**src/design/hbm_mgmt_pkg.sv**
```systemverilog
// ----------------------------------------
// Shared types and constants for the HBM
// management subsystem. Holds the APB request
// and response structs, the two-way host
// address view, the local register indices
// and the memory controller select encoding.
// ----------------------------------------
package hbm_mgmt_pkg;

    // ----------------------------------------
    // Widths
    // ----------------------------------------
    // Encoded controller select prepended downstream
    localparam int CHAN_SEL_W = 5;
    // Default channel offset width
    localparam int CHAN_OFFSET_W = 17;

    // ----------------------------------------
    // APB request and response
    // ----------------------------------------
    typedef struct packed {
        logic        sel;
        logic        enable;
        logic        write;
        logic [31:0] addr;
        logic [31:0] wdata;
        logic [3:0]  strb;
    } apb_req_t;

    typedef struct packed {
        logic        ready;
        logic [31:0] rdata;
        logic        slverr;
    } apb_rsp_t;

    // ----------------------------------------
    // Host address views
    // ----------------------------------------
    // Window bit 0 selects local registers, 1 the channel window
    typedef struct packed {
        logic [10:0] rsvd_hi;
        logic        win;
        logic [13:0] rsvd_mid;
        logic [3:0]  idx;
        logic [1:0]  rsvd_lo;
    } host_reg_view_t;

    typedef struct packed {
        logic [10:0] rsvd_hi;
        logic        win;
        logic [2:0]  rsvd_mid;
        logic [16:0] offset;
    } host_chan_view_t;

    // Same 32 address bits, decoded as register index or channel offset
    typedef union packed {
        host_reg_view_t  reg_view;
        host_chan_view_t chan_view;
    } host_addr_u;

    // ----------------------------------------
    // Local register indices
    // ----------------------------------------
    localparam logic [3:0] REG_CONTROL     = 4'd0;
    localparam logic [3:0] REG_STATUS      = 4'd1;
    localparam logic [3:0] REG_DRAM_STATUS = 4'd2;
    localparam logic [3:0] REG_CHAN_SEL    = 4'd3;

    // Controller number to upper address bits of the HBM APB port
    function automatic logic [CHAN_SEL_W-1:0] chan_sel_enc(input logic [2:0] chan);
        logic [CHAN_SEL_W-1:0] code;
        case (chan)
            3'd0:    code = 5'b01000;
            3'd1:    code = 5'b01100;
            3'd2:    code = 5'b01001;
            3'd3:    code = 5'b01101;
            3'd4:    code = 5'b01010;
            3'd5:    code = 5'b01110;
            3'd6:    code = 5'b01011;
            default: code = 5'b01111;
        endcase
        return code;
    endfunction

endpackage : hbm_mgmt_pkg
```
**src/design/hbm_mgmt_top.sv**
```systemverilog
// ----------------------------------------
// Top level of the HBM management subsystem.
// Host APB in, HBM management APB out, plus
// status inputs and the block reset output.
// Wires the decoder, registers and forwarder.
// ----------------------------------------
`timescale 1ns/1ps

module hbm_mgmt_top
    import hbm_mgmt_pkg::*;
#(
    parameter int CHAN_OFFSET_W = hbm_mgmt_pkg::CHAN_OFFSET_W
)(
    input  logic       clk,
    input  logic       rst,

    // Host APB completer
    input  apb_req_t   host_req,
    output apb_rsp_t   host_rsp,

    // HBM management APB requester
    output apb_req_t   mem_req,
    input  apb_rsp_t   mem_rsp,

    // Memory block status
    input  logic       init_done,
    input  logic       dram_cattrip,
    input  logic [6:0] dram_temp,

    // Block-level reset
    output logic       mem_rst
);

    // ----------------------------------------
    // Internal buses
    // ----------------------------------------
    apb_req_t   reg_req;
    apb_rsp_t   reg_rsp;
    apb_req_t   chan_req;
    apb_rsp_t   chan_rsp;
    logic [2:0] chan_sel;

    // Window split
    hbm_mgmt_decoder i_hbm_mgmt_decoder (
        .clk      (clk),
        .rst      (rst),
        .host_req (host_req),
        .host_rsp (host_rsp),
        .reg_req  (reg_req),
        .reg_rsp  (reg_rsp),
        .chan_req (chan_req),
        .chan_rsp (chan_rsp)
    );

    // Local registers and block reset
    hbm_mgmt_regs i_hbm_mgmt_regs (
        .clk          (clk),
        .rst          (rst),
        .req          (reg_req),
        .rsp          (reg_rsp),
        .init_done    (init_done),
        .dram_cattrip (dram_cattrip),
        .dram_temp    (dram_temp),
        .mem_rst      (mem_rst),
        .chan_sel     (chan_sel)
    );

    // Channel window to the memory controllers
    hbm_channel_apb_fwd #(
        .CHAN_OFFSET_W (CHAN_OFFSET_W)
    ) i_hbm_channel_apb_fwd (
        .clk      (clk),
        .rst      (rst),
        .chan_sel (chan_sel),
        .req      (chan_req),
        .rsp      (chan_rsp),
        .mem_req  (mem_req),
        .mem_rsp  (mem_rsp)
    );

endmodule : hbm_mgmt_top

```
**src/design/hbm_channel_apb_fwd.sv**
```systemverilog
// ----------------------------------------
// Channel window forwarder. Passes host APB
// transfers to the HBM management port with
// the upper address bits replaced by the
// encoded controller select. The select is
// latched per transfer in the setup cycle.
// ----------------------------------------
`timescale 1ns/1ps

module hbm_channel_apb_fwd
    import hbm_mgmt_pkg::*;
#(
    // Offset bits kept from the host address, at most 17
    parameter int CHAN_OFFSET_W = hbm_mgmt_pkg::CHAN_OFFSET_W
)(
    input  logic       clk,
    input  logic       rst,

    // Controller number from the channel-select register
    input  logic [2:0] chan_sel,

    // From the decoder
    input  apb_req_t   req,
    output apb_rsp_t   rsp,

    // To the memory management port
    output apb_req_t   mem_req,
    input  apb_rsp_t   mem_rsp
);

    localparam int MEM_ADDR_W = CHAN_SEL_W + CHAN_OFFSET_W;

    // ----------------------------------------
    // Signals
    // ----------------------------------------
    host_addr_u              addr;
    logic [16:0]             offset;
    logic                    setup;
    logic [CHAN_SEL_W-1:0]   sel_code_q;
    logic [CHAN_SEL_W-1:0]   sel_code;
    logic [MEM_ADDR_W-1:0]   mem_addr;

    assign addr   = req.addr;
    assign offset = addr.chan_view.offset;
    assign setup  = req.sel & ~req.enable;

    // Capture the code at the end of setup
    always_ff @(posedge clk) begin
        if (setup) begin
            sel_code_q <= chan_sel_enc(chan_sel);
        end
    end

    // Live code in setup, held code through the access cycles
    assign sel_code = setup ? chan_sel_enc(chan_sel) : sel_code_q;
    assign mem_addr = {sel_code, offset[CHAN_OFFSET_W-1:0]};

    // ----------------------------------------
    // Downstream request, response passes back
    // ----------------------------------------
    always_comb begin
        mem_req      = req;
        mem_req.addr = 32'(mem_addr);
    end

    assign rsp = mem_rsp;

    // Address may not move while a downstream wait state is pending
    a_mem_addr_stable : assert property (@(posedge clk) disable iff (rst)
        (mem_req.sel && mem_req.enable && !mem_rsp.ready)
        |=> $stable(mem_req.addr));

endmodule : hbm_channel_apb_fwd

```
**src/design/hbm_mgmt_regs.sv**
```systemverilog
// ----------------------------------------
// Local register block of the management
// subsystem. Control, status, DRAM status and
// channel-select registers on an APB
// completer, plus the block-level reset flop
// that drives mem_rst. Zero wait states.
// ----------------------------------------
`timescale 1ns/1ps

module hbm_mgmt_regs
    import hbm_mgmt_pkg::*;
(
    input  logic       clk,
    input  logic       rst,

    // APB completer
    input  apb_req_t   req,
    output apb_rsp_t   rsp,

    // Status inputs from the memory block
    input  logic       init_done,
    input  logic       dram_cattrip,
    input  logic [6:0] dram_temp,

    // Block control outputs
    output logic       mem_rst,
    output logic [2:0] chan_sel
);

    // Status layout, reset in bit 0, init_done in bit 1
    typedef struct packed {
        logic init_done;
        logic reset;
    } status_t;

    // DRAM status layout, temp in 6:0, cattrip in bit 7
    typedef struct packed {
        logic       cattrip;
        logic [6:0] temp;
    } dram_status_t;

    // ----------------------------------------
    // Signals
    // ----------------------------------------
    host_addr_u   addr;
    logic [3:0]   idx;
    logic         access;
    logic         wr_en;
    logic         idx_bad;

    logic         ctrl_reset_q;
    logic [2:0]   chan_sel_q;
    logic         mem_rst_q;
    status_t      status_q;
    dram_status_t dram_status_q;

    assign addr   = req.addr;
    assign idx    = addr.reg_view.idx;
    // Access cycle, always completes here
    assign access = req.sel & req.enable;
    // Only byte lane 0 carries register bits
    assign wr_en  = access & req.write & req.strb[0];

    // Unknown index
    always_comb begin
        case (idx)
            REG_CONTROL, REG_STATUS, REG_DRAM_STATUS, REG_CHAN_SEL: idx_bad = 1'b0;
            default:                                                idx_bad = 1'b1;
        endcase
    end

    // ----------------------------------------
    // Writable registers
    // ----------------------------------------
    always_ff @(posedge clk) begin
        if (rst) begin
            ctrl_reset_q <= 1'b0;
            chan_sel_q   <= 3'd0;
        end else if (wr_en) begin
            // Status registers are read-only, writes dropped
            if (idx == REG_CONTROL) begin
                ctrl_reset_q <= req.wdata[0];
            end
            if (idx == REG_CHAN_SEL) begin
                chan_sel_q <= req.wdata[2:0];
            end
        end
    end

    // Block reset, one cycle behind rst or control bit 0
    always_ff @(posedge clk) begin
        mem_rst_q <= rst | ctrl_reset_q;
    end

    // Status sampled every clock
    always_ff @(posedge clk) begin
        status_q.reset        <= mem_rst_q;
        status_q.init_done    <= init_done;
        dram_status_q.cattrip <= dram_cattrip;
        dram_status_q.temp    <= dram_temp;
    end

    // ----------------------------------------
    // Read path
    // ----------------------------------------
    always_comb begin
        rsp.ready  = access;
        rsp.slverr = access & idx_bad;
        case (idx)
            REG_CONTROL:     rsp.rdata = {31'b0, ctrl_reset_q};
            REG_STATUS:      rsp.rdata = {30'b0, status_q};
            REG_DRAM_STATUS: rsp.rdata = {24'b0, dram_status_q};
            REG_CHAN_SEL:    rsp.rdata = {29'b0, chan_sel_q};
            default:         rsp.rdata = 32'b0;
        endcase
    end

    assign mem_rst  = mem_rst_q;
    assign chan_sel = chan_sel_q;

endmodule : hbm_mgmt_regs

```
**src/design/hbm_mgmt_decoder.sv**
```systemverilog
// ----------------------------------------
// Host APB address decoder. Steers each host
// transfer to the local register block or to
// the channel forwarder on the window bit,
// and returns the selected side's response.
// ----------------------------------------
`timescale 1ns/1ps

module hbm_mgmt_decoder
    import hbm_mgmt_pkg::*;
(
    input  logic     clk,
    input  logic     rst,

    // Host side
    input  apb_req_t host_req,
    output apb_rsp_t host_rsp,

    // Local register block
    output apb_req_t reg_req,
    input  apb_rsp_t reg_rsp,

    // Channel forwarder
    output apb_req_t chan_req,
    input  apb_rsp_t chan_rsp
);

    // ----------------------------------------
    // Window decode
    // ----------------------------------------
    host_addr_u host_addr;
    logic       chan_win;

    assign host_addr = host_req.addr;
    assign chan_win  = host_addr.chan_view.win;

    // Request fan-out, only the addressed side sees sel and enable
    always_comb begin
        reg_req         = host_req;
        chan_req        = host_req;
        reg_req.sel     = host_req.sel & ~chan_win;
        reg_req.enable  = host_req.enable & ~chan_win;
        chan_req.sel    = host_req.sel & chan_win;
        chan_req.enable = host_req.enable & chan_win;
    end

    // Response merge
    always_comb begin
        if (!host_req.sel) begin
            // Idle bus, nothing to answer
            host_rsp = '0;
        end else if (chan_win) begin
            host_rsp = chan_rsp;
        end else begin
            host_rsp = reg_rsp;
        end
    end

    // ----------------------------------------
    // Assertions
    // ----------------------------------------
    // Host holds the transfer until the access cycle sees ready
    a_host_stable : assert property (@(posedge clk) disable iff (rst)
        (host_req.sel && !(host_req.enable && host_rsp.ready))
        |=> host_req.sel && host_req.enable
            && $stable(host_req.addr) && $stable(host_req.write)
            && $stable(host_req.wdata) && $stable(host_req.strb));

endmodule : hbm_mgmt_decoder

```
**config.mk**
```make
export PLATFORM = sky130hd
export DESIGN_NAME = hbm_mgmt_top
export DESIGN_NICKNAME = d
export VERILOG_FILES = /design/src/design/hbm_mgmt_pkg.sv /design/src/design/hbm_mgmt_top.sv /design/src/design/hbm_channel_apb_fwd.sv /design/src/design/hbm_mgmt_regs.sv /design/src/design/hbm_mgmt_decoder.sv
export SDC_FILE = /design/constraint.sdc
export NUM_CORES = 1
export LEC_CHECK = 0
export ABC_AREA = 1
export BUFFER_PORTS_ARGS = -buffer_cell sky130_fd_sc_hd__buf_2
export CAP_MARGIN = 20
export CORE_AREA = 2 2 87 89
export CTS_BUF_LIST = sky130_fd_sc_hd__clkbuf_8
export DETAILED_ROUTE_END_ITERATION = 7
export DIE_AREA = 0 0 89 91
export PLACE_DENSITY = 0.73
export SLEW_MARGIN = 10
export SYNTH_ARGS = -nofsm -noshare
export SYNTH_HDL_FRONTEND = slang
export SYNTH_SLANG_ARGS = --single-unit
```
**constraint.sdc**
```tcl
create_clock -name clk -period 2.11 [get_ports clk]
set_clock_uncertainty 0.15 [all_clocks]
set_input_delay 0.422 -clock clk [delete_from_list [all_inputs] [get_ports clk]]
set_output_delay 0.422 -clock clk [all_outputs]
set_load 0.01 [all_outputs]
```
==> results.md, run 1 <==
* Status: finished, final reports clean
* Hold Path Stages at 1
* Asr flop ratio synth at 0%
* GPL Wtd Cong at about 0.75
* Worst reg-to-reg path cell count at 1
* Mapped cell area at 1520 um2
* CTS Hold Buffers Added at 0
* Ys Warns at 0
* Clock buffer depth at 2
* CP startpoint: host_req[41]
* H-tree Lvls at 1
* Worst-Skew Late Latency at 0.25 ns
* Max Cap Viol at 0
* I/O pins at ~220
* Post-DRT Antenna Nets at 0
* Netlist cell types at 16
* Area after DPL at 1740 um2
* 1st-pass router iterations at 4
* Finished Cell Area at 1780 um2
* Kind of launch point of the worst setup path: input pin
* Port buffer count at 107
* Largest net degree at the start of global routing at 15
* First-pass GRT wire length at 6690 um
* Max-slew violation count at 0
* Most instantiated library cell after synthesis: buf_4
* Crit path DAT at between 1 and 1.5 ns
* Max stage delay on crit path at 0.17 ns
* Final period util at 88.5%
* CTS sink cnt at 20
* Via Count at roughly 1500
* Post-synth top area share at between 30% and 40%
* Register area share after synthesis at 26.4%
* CTS root buffer: clkbuf_8
* Iter 0 DRT Violations at 37
* CP Data Required Time at about 1.5 ns
* Die area at roughly 8000 um2
* Capturing point of the worst reg2reg path: i_hbm_mgmt_regs.mem_rst
* CTS resizes at 0
* Top FF cell, synth: dfxtp_1
* Ant diodes at 0
* LEAKAGE at 0.00112 uW
* Critical-path cell list: buf_2 -> nor2_4 -> buf_4 -> nand3_1 -> nand2_1 -> o21ai_0 -> nand2_1 -> buf_2
* Min-delay src: dram_temp[3]
* Synthesized instance count at 228
* Reg-to-reg startpoint: i_hbm_mgmt_regs.ctrl_reset_q
* Hold WC Path Type: in -> reg
* Mean post-synth cell area at 6.65 um2
* Hold EP: i_hbm_mgmt_regs.dram_status_q[3]
* Post-layout nets at 401
* CP Class: in -> out
* Final Hold Vio Count at 0
* Clock-pin transition on the worst setup and hold timing paths at approximately 0.070 ns
* CTS buffer count at 3
* Crit. End Element: output port
* Setup bufs post-CTS at 0
* Die Ht at a little over 90 um
* Number of global-route vias before repair at 1345
* Placed wire-length estimate at 4100 um
* Core Region at 7140 um2
* Power Density at 468 nW/um2
* Area grow syn2layout at 17.2%
* #FFs+latches synth at 20
* Share of post-route cells with drive strength above 1 at 43.8%
* Initial antenna violation count at 0
* Vias/cell at 3.81
* EDFF count, synth at 0
* Unrepaired setup endpoints after global routing: no
* Synth top cells by count: 64 x buf_4, 45 x nand2_1, 33 x inv_1
* TNS Setup at 0 ns
* # setup viols final at 0
* Average routed wire per standard cell at 12.2 um
* Maximum VDD drop at 0.000348 V
* GRT Resource Usage Total at 10.6%
* Initial Util at 21.2%
* Residual DRC at 0
* Top post-synthesis cells by area: buf_4 32%, dfxtp_1 26%, nand2_1 11%
* Worst Path Max Fanout at 6
* Total gr overflow at 0
* Die width at 89 um
* Max Clock Freq at 0.535 GHz
* # rows at 31
* R2r setup slk at ~1.2 ns
* Final wirelength at 4680 um
* CP max stage cell: buf_4
* CTS tree: done
* Synth area leader: buf_4
* Final min period at 1.87 ns
## layout by cell type (no fill, tap or decap), drive strengths merged
cell	Yosys	routed
dfxtp	20	20
o21ai	2	2
nor2	34	34
a21oi	4	4
nand3	18	18
nand2	46	46
buf	67	110
inv	34	34
conb	1	10
or2	2	2
clkbuf	0	3
## metrics by stage
stage	power (uW)	hold WS [ns]	util, %	instances	setup WS (ns)
final	832	0.114	24.9	382	0.242
after global routing	882	0.103	24.9	382	0.0471
after CTS	840	0.111	24.9	382	0.210
after detailed placement	599	0.209	24.3	379	0.215
after global placement	595	0.205	24.3	379	0.232
after floorplan	602	0.232	-	237	0.502
## per-layer routing
metal	GRT usage [%]	wire length [um]	part of all wire (%)	vias to the layer above
met5	0	0	0	-
li1	-	-	-	710
met2	18.3	2350	50	105
met4	6.84	246	5.3	0
met1	10.8	1550	33	608
met3	3.45	536	11	33
## cell families (layout without fill, tap and decap cells)
| family | count (synthesis) | in the layout | share of synthesized area (%) |
|---|---|---|---|
| compound gates | 6 | 6 | 1.98 |
| flops | 20 | 20 | 26.4 |
| other cells | 1 | 10 | 0.247 |
| simple gates | 100 | 100 | 30.1 |
| buf+inv | 101 | 147 | 41.3 |
## how the worst max path moves through the flow
stage | to | slack (ns) | cells past startpoint
floorplan | host_rsp[2] | 0.50 | 7
global placement | host_rsp[0] | 0.23 | 6
detailed placement | host_rsp[6] | 0.22 | 6
CTS | host_rsp[0] | 0.21 | 6
global route | host_rsp[0] | 0.05 | 6
finish | host_rsp[1] | 0.24 | 8
## sequential cells by signal, indices dropped and copies added (netlist names)
name and count:
i_hbm_channel_apb_fwd.sel_code_q 5, i_hbm_mgmt_regs.chan_sel 3, i_hbm_mgmt_regs.ctrl_reset_q 1, i_hbm_mgmt_regs.dram_status_q 8, i_hbm_mgmt_regs.mem_rst 1, i_hbm_mgmt_regs.status_q 2
## critical path: cells and delay by family
| family | cells | cell delay (ns) |
|---|---|---|
| buffers and inverters | 3 | 0.41 |
| AOI/OAI and AO/OA | 1 | 0.08 |
| and+or+nand+nor | 4 | 0.39 |
## cell type report
type                       instances  area, um2
clock buffer                       3       41.3
fill                             834       5360
inverter                          34        130
multi-input combinational        116        524
sequential                        20        400
tap                               99        124
timing repair buffer             110        558
## where the power goes
group	internal, uW	switching [uW]	total [uW]
combinational	84.6	113	197
clock	127	116	243
sequential	389	3.48	392
total	600	232	832
(Power assumes the default switching activity.)
==> run 2, diff against run 1 <==
- ABC_AREA: 1 -> 0
==> results.md, run 2 <==
* Post-route core utilization at 26.0% (+1.1 points)
* GPL Wtd Cong at 0.685 (-9.1%)
* Clock-pin transition on the worst setup and hold timing paths at 0.07 ns (about the same)
* Iter 0 DRT Violations at 10 (-73%)
* Share of post-route cells with drive strength above 1 at 63.1% (+19 points)
* H-tree Lvls at 1 (unchanged)
* Most instantiated library cell after synthesis: buf_4
* Critical-path cell list: buf_6 -> or3b_4 -> nor4b_4 -> buf_4 -> a22o_1 -> buf_2
* CTS tree: done
* Synthesized instance count at 164 (-28%)
* Die Ht at 91 um (unchanged)
* Violated checks: negative setup slack
* Power Density at 524 nW/um2 (+12%)
* I/O pins at 222 (unchanged)
* Top post-synthesis cells by area: buf_4 32%, dfxtp_1 26%, and3_1 7.4%
* Via Count at 1243 (-15%)
* Number of global-route vias before repair at 1241 (-7.7%)
* Post-DRT Antenna Nets at 0 (unchanged)
* CTS sink cnt at 20 (unchanged)
* Netlist cell types at 31 (+15)
* Max-slew violation count at 0 (unchanged)
* Worst-Skew Late Latency at 0.25 ns (about the same)
* Kind of launch point of the worst setup path: input pin
* Ys Warns at 0 (unchanged)
* First-pass GRT wire length at 7040 um (+5.2%)
* Final wirelength at 5140 um (+9.9%)
* #FFs+latches synth at 20 (unchanged)
* Synth area leader: buf_4
* Max stage delay on crit path at 0.42 ns (+0.25 ns)
* Placed wire-length estimate at 4600 um (+12%)
* Worst Path Max Fanout at 5 (-1)
* Asr flop ratio synth at 0% (unchanged)
* Post-layout nets at 339 (-15%)
* Final min period at 2.17 ns (+0.298 ns)
* Cell count after placement at 316 (-17%)
* Die width at 89 um (unchanged)
* Average routed wire per standard cell at 16.0 um (+31%)
* CP max stage cell: or3b_4
* Residual DRC at 0 (unchanged)
* Unrepaired setup endpoints after global routing: yes
* Worst Path Buf+Inv at 3 (unchanged)
* Initial antenna violation count at 0 (unchanged)
* Fill count at 818 (-1.9%)
* Die area at 8100 um2 (unchanged)
* TNS Setup at -0.263 ns (-0.263 ns)
* Status: finished, violations left
* Commonest non-fill, non-tap cell in the layout: buf_2
* Initial Util at 21.2% (unchanged)
* Crit path DAT at 1.59 ns (+0.29 ns)
* CP Data Required Time at 1.54 ns (about the same)
* Mean post-synth cell area at 9.25 um2 (+39%)
* Commonest cells after routing, fill and taps aside: 102 x buf_2, 20 x dfxtp_1, 18 x and3_1, 10 x conb_1, 10 x buf_4
* Vias/cell at 3.87 (+1.6%)
* Final period util at 103% (+14 points)
* # rows at 31 (unchanged)
* Crit. End Element: output port
* GRT Resource Usage Total at 11.2% (+0.58 points)
* CP Class: in -> out
* Maximum VDD drop at 0.000477 V (+37%)
* # setup viols final at 6 (+6)
* Hold WC Path Type: in -> reg
* Area occupied by multi-input gates at 621 um2 (+18%)
* Register Area at 400 um2 (unchanged)
* Final WS setup at -0.0563 ns (-0.298 ns)
* Ant diodes at 0 (unchanged)
* CTS root buffer: clkbuf_8
* Port buffer count at 107 (unchanged)
* Register area share after synthesis at 26.4% (unchanged)
* LEAKAGE at 0.00106 uW (-5.5%)
* Clock buffer depth at 2 (unchanged)
* Delay-heaviest family, CP: simple AND/OR/NAND/NOR gates
* Total gr overflow at 0 (unchanged)
* Max Clock Freq at 0.462 GHz (-14%)
* Area grow syn2layout at 22.5%
* CTS buffer count at 3 (unchanged)
* Post-synth top area share at 31.7% (unchanged)
* Mapped cell area at 1520 um2 (unchanged)
* Final Hold Vio Count at 0 (unchanged)
* Top FF cell, synth: dfxtp_1
* 1st-pass router iterations at 3 (-1)
* EDFF count, synth at 0 (unchanged)
* Synth top cells by count: 64 x buf_4, 20 x dfxtp_1, 18 x and3_1
* Largest net degree at the start of global routing at 28 (+13)
* CTS Hold Buffers Added at 0 (unchanged)
* Biggest register: i_hbm_mgmt_regs.dram_status_q
* Max Cap Viol at 0 (unchanged)
* Core Region at 7140 um2 (unchanged)
* Number of flip-flops in the largest register at 8 (unchanged)
* Post-route insts no fill at 321 (-16%)
## run 2: layout make-up
class | count | area share (%)
Clock buffer | 3 | 2.22
Clock inverter | 1 | 1.62
Sequential cell | 20 | 21.5
Tap cell | 99 | 6.67
Multi-Input combinational cell | 81 | 33.4
Timing Repair Buffer | 117 | 34.5
## run 2: worst paths after layout
path	start	to	slack (ns)	cells past startpoint
min	dram_temp[0]	i_hbm_mgmt_regs.dram_status_q[0]	0.11	1
max	host_req[41]	host_rsp[5]	-0.06	6
min reg2reg	i_hbm_mgmt_regs.mem_rst	i_hbm_mgmt_regs.status_q[0]	0.20	0
max reg2reg	i_hbm_mgmt_regs.chan_sel[2]	i_hbm_channel_apb_fwd.sel_code_q[1]	1.23	1
## run 2: kinds of logic after synthesis
kind of cell / Yosys count / synth area share, %
buffers and inverters: 72 / 36.6
AOI/OAI and AO/OA: 11 / 5.69
muxes: 11 / 8.33
other: 1 / 0.247
DFF: 20 / 26.4
and+or+nand+nor: 49 / 22.7
## run 2: where the power goes
part           internal [uW]  total, uW  switching (uW)
clock                    253        369             116
combinational            109        213             104
sequential               389        392            3.37
total                    750        974             224
## run 2: repair_timing
action,in CTS,in global routing
endpoints found under the hold margin,0,0
pin swaps,5,4
setup endpoints to repair,12,12
gates resized for setup,6,6
setup buffers,1,0
## run 2: stage by stage
step                      total power, uW  setup WS, ns  hold slack [ns]  instance area, um2
after floorplan                       613        0.0744            0.232                1550
final                                 974       -0.0563            0.114                1860
after global routing                 1030        -0.125            0.103                1860
after CTS                             989       -0.0899            0.105                1830
after detailed placement              609        -0.152            0.183                1720
after global placement                606        -0.143            0.185                1720
## run 2: metal layers
layer  up-vias  GRT usage (%)  share of wire, %
li1        589              -                 -
met1       549           11.0                32
met2        83           21.6                54
met3        22           3.64                12
met4         0           3.23               2.3
met5         -              0                 0
==> run 3, diff against run 2 <==
==> constraint.sdc (replaced) <==
create_clock -name clk -period 2.11 [get_ports clk]
set_clock_uncertainty 0.15 [all_clocks]
set_input_delay 0.211 -clock clk [delete_from_list [all_inputs] [get_ports clk]]
set_output_delay 0.211 -clock clk [all_outputs]
set_load 0.01 [all_outputs]
==> results.md, run 3 (synthesized netlist as in run 2, its figures left out) <==
* Crit path DAT at 1.55 ns (-0.04 ns)
* Core Region at 7140 um2 (unchanged)
* Hold Path Stages at 3 (+2)
* Vias/cell at 3.82 (-1.3%)
* Final Hold Vio Count at 0 (unchanged)
* Commonest non-fill, non-tap cell in the layout: buf_2
* I/O pins at 222 (unchanged)
* Initial antenna violation count at 0 (unchanged)
* CTS resizes at 0 (-6)
* Worst-Skew Late Latency at 0.26 ns (about the same)
* CTS buffer count at 3 (unchanged)
* Number of flip-flops in the largest register at 8 (unchanged)
* LEAKAGE at 0.00104 uW (-1.7%)
* Status: finished, final reports clean
* Kind of launch point of the worst setup path: input pin
* Post-layout nets at 341 (+0.59%)
* Max stage delay on crit path at 0.45 ns (+0.03 ns)
* Reg-to-reg startpoint: i_hbm_mgmt_regs.chan_sel[2]
* Residual DRC at 0 (unchanged)
* Final WS setup at 0.200 ns (+0.256 ns)
* Cell count after placement at 310 (-1.9%)
* Hold WC Path Type: in -> reg
* CP Class: in -> out
* CTS tree: done
* Biggest register: i_hbm_mgmt_regs.dram_status_q
* Port buffer count at 107 (unchanged)
* # rows at 31 (unchanged)
* TNS Setup at 0 ns (+0.263 ns)
* Number of global-route vias before repair at 1262 (+1.7%)
* Capturing point of the worst reg2reg path: i_hbm_channel_apb_fwd.sel_code_q[1]
* Worst Path Buf+Inv at 2 (-1)
* Clock buffer depth at 2 (unchanged)
* Register Area at 400 um2 (unchanged)
* Final period util at 90.5% (-12 points)
* Max Cap Viol at 0 (unchanged)
* Average routed wire per standard cell at 16.0 um (-0.29%)
* Cell mode on critical path: buf_2
* Final min period at 1.91 ns (-0.256 ns)
* 1st-pass router iterations at 4 (+1)
* CTS root buffer: clkbuf_8
* Pre-CTS setup slack at 0.194 ns (+0.346 ns)
* Total gr overflow at 0 (unchanged)
* Iter 0 DRT Violations at 15 (+5)
* Post-route insts no fill at 323 (+0.62%)
* First-pass GRT wire length at 7170 um (+1.8%)
* Initial Util at 21.2% (unchanged)
* Min-delay src: host_req[5]
* Maximum VDD drop at 0.000460 V (-3.5%)
* Fill count at 800 (-2.2%)
* Worst reg-to-reg path cell count at 1 (unchanged)
* Hold EP: i_hbm_mgmt_regs.chan_sel[1]
* CP Data Required Time at 1.75 ns (+0.21 ns)
* Ant diodes at 0 (unchanged)
* Share of post-route cells with drive strength above 1 at 58.0% (-5.0 points)
* Post-DRT Antenna Nets at 0 (unchanged)
* Critical-path cell list: buf_2 -> or3b_4 -> nor4b_4 -> a22o_1 -> buf_2
* Max Clock Freq at 0.524 GHz (+13%)
* Area grow syn2layout at 21.2%
* Die area at 8100 um2 (unchanged)
* Worst Path Max Fanout at 7 (+2)
* Max-slew violation count at 0 (unchanged)
* CP max stage cell: or3b_4
* # setup viols final at 0 (-6)
* GPL Wtd Cong at 0.637 (-7.0%)
* Clock-pin transition on the worst setup and hold timing paths at 0.08 ns (about the same)
* Power Density at 532 nW/um2 (+1.4%)
* Die width at 89 um (unchanged)
* Delay-heaviest family, CP: simple AND/OR/NAND/NOR gates
* CTS sink cnt at 20 (unchanged)
* H-tree Lvls at 1 (unchanged)
* Final wirelength at 5150 um (+0.33%)
* Cell depth of the worst setup path at 5 (-1)
* Die Ht at 91 um (unchanged)
* Largest net degree at the start of global routing at 29 (+3.6%)
* GRT Resource Usage Total at 11.4% (+0.19 points)
* Via Count at 1235 (-0.64%)
* Area occupied by multi-input gates at 594 um2 (-4.2%)
* Unrepaired setup endpoints after global routing: no
* Crit. End Element: output port
* R2r setup slk at 1.23 ns (about the same)
* Commonest cells after routing, fill and taps aside: 107 x buf_2, 20 x dfxtp_1, 18 x and3_1, 10 x conb_1, 9 x dlygate4sd3_1
run 3: cell types whose count changed in the layout (fill, tap and decap cells not counted), sizes merged:
cell / previous run / this run
buf: 117 / 110
dlygate4sd3: 0 / 9
run 3: repair_timing:
action / CTS / global route
hold endpoints to repair: 9 / 0
endpoints found under the setup margin: 0 / 0
buffers inserted: 0 / 0
hold buffers: 9 / 0
run 3: worst min-delay path: stages:
cell	delay, ns
buf_2	0.10
nand2b_1	0.06
mux2i_1	0.06
run 3: layout make-up:
type                       count  area share [%]
clock buffer                   3            2.25
timing repair buffer         119            35.3
multi-input combinational     81            32.3
clock inverter                 1            1.63
sequential                    20            21.8
tap                           99            6.74
run 3: how the worst max path moves through the flow:
stage                             from          end  slack (ns)
after detailed placement  host_req[70]  host_rsp[8]        0.19
after global routing      host_req[70]  host_rsp[6]        0.11
after global placement    host_req[70]  host_rsp[6]        0.22
after floorplan           host_req[39]  host_rsp[1]        0.50
after CTS                 host_req[70]  host_rsp[8]        0.20
final                     host_req[70]  host_rsp[8]        0.20
run 3: metal layers:
layer  GRT usage (%)  up-vias  wire, um
li1                -      595         -
met1            12.0      531      1710
met2            21.0       87      2710
met3            3.27       22       581
met4            3.98        0       150
met5               0        -         0
run 3: metrics by stage:
stage	instance area (um2)	total power [uW]	utilization (%)	hold WS, ns
finish	1840	978	25.8	0.0647
global route	1840	1030	25.8	0.0719
CTS	1840	990	25.8	0.0626
detailed placement	1680	602	23.5	0.165
global placement	1680	599	23.5	0.164
floorplan	1550	613	-	0.0887
run 3: power breakdown:
part	leakage, uW	switching, uW	internal [uW]	total, uW
Clock	0.0000357	121	253	374
Sequential	0.000165	3.29	389	392
Combinational	0.000841	104	108	211
Total	0.00104	228	749	978
